**src/design/hamming_regmap_pkg.sv**
```systemverilog
// Host register map of the Hamming codec peripheral
// Bus widths, the error counter type and the register addresses
package hamming_regmap_pkg;

    localparam int ADDR_W  = 4;
    localparam int BUS_W   = 8;
    localparam int COUNT_W = 8;

    typedef logic [ADDR_W-1:0]  addr_t;       // Register address
    typedef logic [BUS_W-1:0]   bus_data_t;   // Read and write data
    typedef logic [COUNT_W-1:0] err_count_t;  // Corrected error tally

    localparam err_count_t ERR_COUNT_MAX = '1;  // Counter sticks here

    // Register addresses
    localparam addr_t ADDR_ENC_IN    = 4'h0;  // R/W encoder input nibble
    localparam addr_t ADDR_ENCODED   = 4'h1;  // RO codeword
    localparam addr_t ADDR_RECEIVED  = 4'h2;  // RO word as received
    localparam addr_t ADDR_DEC_IN    = 4'h3;  // W word in, R decoded nibble
    localparam addr_t ADDR_SYNDROME  = 4'h4;  // RO syndrome
    localparam addr_t ADDR_ERR_COUNT = 4'h5;  // R count, any write clears

    // Addresses above this one are unmapped
    localparam addr_t ADDR_LAST = ADDR_ERR_COUNT;

endpackage

```
**src/design/hamming_types_pkg.sv**
```systemverilog
// Hamming (7,4) code definitions
// Data, codeword and syndrome types plus the bit layout of a codeword
// Layout is {d3,d2,d1,p2,d0,p1,p0}, bit i holds 1-indexed position i+1
package hamming_types_pkg;

    localparam int NIBBLE_W = 4;  // Data bits per word
    localparam int CODE_W   = 7;  // Data plus parity
    localparam int SYN_W    = 3;  // Enough to name any of 7 positions

    typedef logic [NIBBLE_W-1:0] nibble_t;    // {d3,d2,d1,d0}
    typedef logic [CODE_W-1:0]   codeword_t;  // {d3,d2,d1,p2,d0,p1,p0}
    typedef logic [SYN_W-1:0]    syndrome_t;  // 0 or failing position

    localparam syndrome_t SYNDROME_NONE = '0;  // Word checks clean

    // Bit index of each field within a codeword
    localparam int BIT_P0 = 0;  // Position 1
    localparam int BIT_P1 = 1;  // Position 2
    localparam int BIT_D0 = 2;  // Position 3
    localparam int BIT_P2 = 3;  // Position 4
    localparam int BIT_D1 = 4;  // Position 5
    localparam int BIT_D2 = 5;  // Position 6
    localparam int BIT_D3 = 6;  // Position 7

endpackage

```
**src/design/hamming_codec_top.sv**
```systemverilog
// Hamming (7,4) codec peripheral, top level
// Host register block wired to the encoder and decoder it steers
`timescale 1ns/10ps

module hamming_codec_top (
    input  logic                          clk,
    input  logic                          rst_n,
    input  hamming_regmap_pkg::addr_t     address,
    input  logic                          data_write,
    input  hamming_regmap_pkg::bus_data_t data_in,
    output hamming_regmap_pkg::bus_data_t data_out
);
    import hamming_types_pkg::*;

    nibble_t   enc_data;       // Nibble to encode
    codeword_t enc_codeword;   // Its codeword
    codeword_t dec_word;       // Word to check
    nibble_t   dec_data;       // Corrected nibble
    syndrome_t dec_syndrome;
    logic      dec_corrected;  // A bit was flipped

    hamming_regs u_regs (
        .clk           (clk),
        .rst_n         (rst_n),
        .address       (address),
        .data_write    (data_write),
        .data_in       (data_in),
        .data_out      (data_out),
        .enc_data      (enc_data),
        .enc_codeword  (enc_codeword),
        .dec_word      (dec_word),
        .dec_data      (dec_data),
        .dec_syndrome  (dec_syndrome),
        .dec_corrected (dec_corrected)
    );

    hamming_encoder u_encoder (
        .data     (enc_data),
        .codeword (enc_codeword)
    );

    hamming_decoder u_decoder (
        .clk       (clk),
        .word      (dec_word),
        .data      (dec_data),
        .syndrome  (dec_syndrome),
        .corrected (dec_corrected)
    );

endmodule

```
**src/design/hamming_decoder.sv**
```systemverilog
// Hamming (7,4) decoder
// Syndrome of the received word, single-bit correction, data extraction
// Combinational; clk only samples the built-in checks
`timescale 1ns/10ps

module hamming_decoder (
    input  logic                         clk,
    input  hamming_types_pkg::codeword_t word,
    output hamming_types_pkg::nibble_t   data,
    output hamming_types_pkg::syndrome_t syndrome,
    output logic                         corrected
);
    import hamming_types_pkg::*;

    codeword_t fixed;  // Word after the flip

    // Three even-parity checks, bit k of result covers positions with bit k set
    function automatic syndrome_t check_bits(input codeword_t w);
        syndrome_t s;
        s[0] = w[BIT_P0] ^ w[BIT_D0] ^ w[BIT_D1] ^ w[BIT_D3];  // 1,3,5,7
        s[1] = w[BIT_P1] ^ w[BIT_D0] ^ w[BIT_D2] ^ w[BIT_D3];  // 2,3,6,7
        s[2] = w[BIT_P2] ^ w[BIT_D1] ^ w[BIT_D2] ^ w[BIT_D3];  // 4,5,6,7
        return s;
    endfunction

    assign syndrome = check_bits(word);

    // Flip the bit at 1-indexed position syndrome, none when zero
    always_comb begin
        for (int i = 0; i < CODE_W; i++) begin
            fixed[i] = word[i] ^ (syndrome == syndrome_t'(i + 1));
        end
    end

    assign data      = {fixed[BIT_D3], fixed[BIT_D2], fixed[BIT_D1], fixed[BIT_D0]};
    assign corrected = (syndrome != SYNDROME_NONE);

    // Whatever came in, the repaired word must check clean
    a_fixed_clean: assert property (@(posedge clk) check_bits(fixed) == SYNDROME_NONE)
        else $error("decoder left word %h with syndrome %h", fixed, check_bits(fixed));

    // At most one bit touched, and only when an error was flagged
    a_single_flip: assert property (@(posedge clk)
        $countones(fixed ^ word) == (corrected ? 1 : 0))
        else $error("decoder flipped %0d bits of %h", $countones(fixed ^ word), word);

endmodule

```
**src/design/hamming_encoder.sv**
```systemverilog
// Hamming (7,4) encoder
// Three parity bits from the nibble, placed around the data bits
// Purely combinational
`timescale 1ns/10ps

module hamming_encoder (
    input  hamming_types_pkg::nibble_t   data,
    output hamming_types_pkg::codeword_t codeword
);
    import hamming_types_pkg::*;

    logic p0, p1, p2;

    assign p0 = data[0] ^ data[1] ^ data[3];  // Positions 1,3,5,7
    assign p1 = data[0] ^ data[2] ^ data[3];  // Positions 2,3,6,7
    assign p2 = data[1] ^ data[2] ^ data[3];  // Positions 4,5,6,7

    always_comb begin
        codeword         = '0;
        codeword[BIT_P0] = p0;
        codeword[BIT_P1] = p1;
        codeword[BIT_D0] = data[0];
        codeword[BIT_P2] = p2;
        codeword[BIT_D1] = data[1];
        codeword[BIT_D2] = data[2];
        codeword[BIT_D3] = data[3];
    end

endmodule

```
**src/design/hamming_regs.sv**
```systemverilog
// Register block of the Hamming codec peripheral
// Write decode, result capture, saturating error counter and read mux
// Results are captured on the write edge and readable the next cycle
`timescale 1ns/10ps

module hamming_regs (
    input  logic                          clk,
    input  logic                          rst_n,
    input  hamming_regmap_pkg::addr_t     address,
    input  logic                          data_write,
    input  hamming_regmap_pkg::bus_data_t data_in,
    output hamming_regmap_pkg::bus_data_t data_out,
    output hamming_types_pkg::nibble_t    enc_data,
    input  hamming_types_pkg::codeword_t  enc_codeword,
    output hamming_types_pkg::codeword_t  dec_word,
    input  hamming_types_pkg::nibble_t    dec_data,
    input  hamming_types_pkg::syndrome_t  dec_syndrome,
    input  logic                          dec_corrected
);
    import hamming_types_pkg::*;
    import hamming_regmap_pkg::*;

    nibble_t    enc_in_q;     // Last nibble written to encoder
    codeword_t  encoded_q;    // Its codeword
    codeword_t  received_q;   // Last word written to decoder
    nibble_t    decoded_q;    // Corrected data of that word
    syndrome_t  syndrome_q;
    err_count_t err_count_q;  // Corrections since last clear

    logic wr_enc;
    logic wr_dec;
    logic wr_clr;

    // Codec blocks see the bus data directly
    assign enc_data = data_in[NIBBLE_W-1:0];
    assign dec_word = data_in[CODE_W-1:0];

    // Write decode, writes elsewhere fall on the floor
    assign wr_enc = data_write && (address == ADDR_ENC_IN);
    assign wr_dec = data_write && (address == ADDR_DEC_IN);
    assign wr_clr = data_write && (address == ADDR_ERR_COUNT);

    // Encoder side
    always_ff @(posedge clk or negedge rst_n) begin
        if (!rst_n) begin
            enc_in_q  <= '0;
            encoded_q <= '0;
        end else if (wr_enc) begin
            enc_in_q  <= enc_data;
            encoded_q <= enc_codeword;  // Encoder result of this same write
        end
    end

    // Decoder side
    always_ff @(posedge clk or negedge rst_n) begin
        if (!rst_n) begin
            received_q <= '0;
            decoded_q  <= '0;
            syndrome_q <= '0;
        end else if (wr_dec) begin
            received_q <= dec_word;
            decoded_q  <= dec_data;
            syndrome_q <= dec_syndrome;
        end
    end

    // Error counter, clear has priority over a count
    always_ff @(posedge clk or negedge rst_n) begin
        if (!rst_n) begin
            err_count_q <= '0;
        end else if (wr_clr) begin
            err_count_q <= '0;
        end else if (wr_dec && dec_corrected && (err_count_q != ERR_COUNT_MAX)) begin
            err_count_q <= err_count_q + err_count_t'(1);  // Sticks at max
        end
    end

    // Read mux, narrower fields zero-extended
    always_comb begin
        case (address)
            ADDR_ENC_IN:    data_out = bus_data_t'(enc_in_q);
            ADDR_ENCODED:   data_out = bus_data_t'(encoded_q);
            ADDR_RECEIVED:  data_out = bus_data_t'(received_q);
            ADDR_DEC_IN:    data_out = bus_data_t'(decoded_q);
            ADDR_SYNDROME:  data_out = bus_data_t'(syndrome_q);
            ADDR_ERR_COUNT: data_out = bus_data_t'(err_count_q);
            default:        data_out = '0;  // Unmapped
        endcase
    end

    // Full counter only leaves 255 through a clear
    a_no_wrap: assert property (@(posedge clk) disable iff (!rst_n)
        (err_count_q == ERR_COUNT_MAX) && !wr_clr |=> (err_count_q == ERR_COUNT_MAX))
        else $error("error counter left saturation without a clear");

endmodule

```
**config.mk**
```make
export PLATFORM = sky130hd
export DESIGN_NAME = hamming_codec_top
export DESIGN_NICKNAME = d
export VERILOG_FILES = /design/src/design/hamming_regmap_pkg.sv /design/src/design/hamming_types_pkg.sv /design/src/design/hamming_codec_top.sv /design/src/design/hamming_decoder.sv /design/src/design/hamming_encoder.sv /design/src/design/hamming_regs.sv
export SDC_FILE = /design/constraint.sdc
export NUM_CORES = 1
export LEC_CHECK = 0
export BUFFER_PORTS_ARGS = -buffer_cell sky130_fd_sc_hd__buf_2
export CAP_MARGIN = 10
export CORE_ASPECT_RATIO = 2
export CORE_UTILIZATION = 30
export DETAILED_ROUTE_END_ITERATION = 16
export GPL_TIMING_DRIVEN = 0
export PLACE_DENSITY = 0.49
export SYNTH_ARGS = -nofsm -noshare
export SYNTH_HDL_FRONTEND = slang
export SYNTH_SLANG_ARGS = --single-unit
```
**constraint.sdc**
```tcl
create_clock -name clk -period 2.3 [get_ports clk]
set_input_delay 0.46 -clock clk [delete_from_list [all_inputs] [get_ports clk]]
set_output_delay 0.46 -clock clk [all_outputs]
set_load 0.05 [all_outputs]
```
==> flow_summary.toml <==
[route]
first_iter_violations = 26
vias_per_cell = 5.30
vias = 1452
wl_um = 4830
dr.pass1.iters = 4
remaining_drc_errors = 0
drtAntennaViolNets = 0
wire_per_inst_um = 17.6

[outcome]
run_status = "finished clean"

[grt]
track_usage_pct = 17.6
use_met1_pct = 15.9
grt_max_degree = 30
grt_pass1_vias = 1528
top_usage_layer = "met2"
grt-ovfl-total = 0
grt_pass1_wl_um = 7890
met3_usage_pct = 3.85
antenna_found_initial = 0
grt.met2_usage_pct = 35.5

[timing]
rsz0062_at_grt = "no"
max_slew_margin_pct = 56.0
hold_viol_final = 0
min_period_ps = 2240
skew_ps = 3.89
fmax_ghz = 0.446
finalSetupTns_ps = 0
drv_slew = 0
worst_pin_slew_ps = 659
setup_viol = 0
finalWorstSetupSlack_ps = 56.6
finalCritPeriodShare_pct = 97.5

[synth]
synth-compound-area-share_pct = 12.9
yosysSeqAreaShare_pct = 41.4
syn_inst = 188
yosys-mux-area-fraction_pct = 9.14
ys.warnings.count = 0
synth-edff-count = 0
synth_ff_type = "dfrtp_1"
synth_area_mm2 = 0.00175
synth_top_family_by_area = "simple AND/OR/NAND/NOR gates"
synth_cell_type_count = 43
yosys.area_share.adder_pct = 0.714
async_reset_ff_share_pct = 100
synthXorXnorAreaFrac_pct = 9.92
syn_nets = 204
ys_seq_elements = 29
syn_area_per_cell_um2 = 9.32
yosys.area_share.simple_pct = 23.3

[pwr]
vdd_drop_max_v = 0.000682
p_per_area_mw_per_mm2 = 793
p_leak_uw = 0.000940

[setup_path]
ff2ff_path_depth = 7
crit_type = "in2out"
arrival_ps = 1780
r2r-end = "u_regs.err_count_q[5]$_DFFE_PN0P_"
worstPathMaxFanout = 10
crit_chain = "buf_2 > clkbuf_4 > mux2i_1 > or4_1 > o311ai_1 > buf_4"
start_kind = "primary input"
r2r_start = "u_regs.err_count_q[0]$_DFFE_PN0P_"
crit_family = "buffers and inverters"
slowest_delay_ps = 440
reg2reg_slack_ps = 200
slowest_stage = "or4_1"
cp_num_buf_inv = 3
required_ps = 1840
cp-end-kind = "output pin"

[floorplan]
die-area_mm2 = 0.00617
fp-row-count = 39
fp.coreArea_mm2 = 0.00566
die_h_um = 110
ios = 23
die-width_um = 56.1
start_util_pct = 31.0

[clock_network]
clkSlewWorstSetupHoldPaths_ps = 50
clock_path_buffers = 2
htreeDepth = 2
cts_tree = "built"
cts_hold_buffers = 0
cts_buffers = 5
clk_latency_ps = 280
cts.sinks = 29
clk_root_buffer_cell = "clkbuf_16"

[final_layout]
nNetsFinal = 229
postLayoutCoreUtil_pct = 37.6
n_antenna_cell = 0
area_growth_pct = 21.3
instances_no_fill = 274
drive_above_1_share_pct = 23.9

[placement]
port_buffers = 17
place_congestion = 0.824
dp_cells = 266
place_hpwl_um = 3870
place_ws_ps = -750

[run]
maxCapViolCount = 0

[min_path]
hp-class = "in2async"
## sequential cells by signal, summed over array words and instances, names as in the netlist
register	count
u_regs.encoded_q	7
u_regs.err_count_q	8
u_regs.decoded_q	4
u_regs.syndrome_q	3
u_regs.received_q	7
## metrics by stage
stage | hold WS, ps | cell area [um2] | total power (uW)
after floorplan | 164 | 1760 | 941
after global placement | 460 | 1920 | 1050
after detailed placement | 467 | 1920 | 1050
after CTS | 250 | 2110 | 1710
after global routing | 266 | 2130 | 1780
final | 211 | 2130 | 1690
## metal layers
layer,part of all wire (%),wire length (um)
met2,60,2910
met1,34,1650
met4,3.4,166
met3,2.1,101
met5,0,0
## cell usage after synthesis (4+ instances only)
| master | n | area, um2 |
|---|---|---|
| a21oi_1 | 9 | 45.0 |
| a22oi_1 | 5 | 37.5 |
| and3_1 | 4 | 25.0 |
| clkbuf_1 | 7 | 26.3 |
| dfrtp_1 | 29 | 726 |
| mux2_2 | 8 | 90.1 |
| mux2i_1 | 7 | 70.1 |
| nand2_1 | 40 | 150 |
| nand3_1 | 7 | 35.0 |
| nor2_1 | 9 | 33.8 |
| o21ai_0 | 8 | 40.0 |
| xnor2_1 | 11 | 96.3 |
## layout by cell type, fill, tap and decap left out, types with 2 or more instances in the layout
cell and instances:
a21oi_1 9, a22oi_1 5, and3_1 4, buf_2 16, buf_4 3, clkbuf_1 5, clkbuf_16 5, clkbuf_2 2
clkbuf_4 2, dfrtp_1 29, mux2_2 8, mux2i_1 7, nand2_1 40, nand2b_1 2, nand3_1 7, nand4_1 2
nor2_1 9, nor3_1 3, o21ai_0 7, o31ai_1 3, or4_1 3, xnor2_1 11, xor2_1 3
## kinds of logic after synthesis
| logic type | after synthesis |
|---|---|
| buffers and inverters | 10 |
| AOI/OAI and AO/OA | 34 |
| DFF | 29 |
| muxes | 15 |
| xor gates and xnor gates | 16 |
| and+or+nand+nor | 83 |
| adders and majority gates | 1 |
## report_power, final
part | switching, uW | total, uW | internal (uW)
logic | 206 | 363 | 157
registers | 70.6 | 685 | 614
clock network | 215 | 638 | 423
## what timing repair did
action                                  in CTS  in global routing
resized for setup                           10                  4
pin swaps                                    1                  1
endpoints found under the setup margin      10                  6
buffers inserted                             1                  1
## area by class of cell
cell class / instances / area [um2]
Tap cell: 61 / 76.3
Multi-Input combinational cell: 149 / 1030
Fill cell: 613 / 3530
Clock buffer: 7 / 143
Timing Repair Buffer: 19 / 105
Sequential cell: 29 / 726
Buffer: 9 / 47.5
## how the worst max path moves through the flow
| stage | from | endpoint | slack (ps) | cells past startpoint |
|---|---|---|---|---|
| 6_report | address[2] | data_out[1] | 60 | 6 |
| 5_1_grt | address[1] | data_out[5] | 10 | 6 |
| 4_1_cts | address[1] | data_out[2] | 10 | 6 |
| 3_5_place_dp | address[0] | data_out[1] | -750 | 7 |
| 3_3_place_gp | address[0] | data_out[1] | -780 | 7 |
| 2_1_floorplan | address[0] | data_out[1] | -270 | 3 |
## worst reg2reg max path, cell delays in order (launching register included)
cell and delay [ps]:
dfrtp_1 420, ha_1 240, nand3_1 150, nor2_1 80
nand2b_1 130, clkdlybuf4s25_2 350, or4_1 490, a21oi_1 150
No activity file was read; power rests on OpenSTA's default activity.
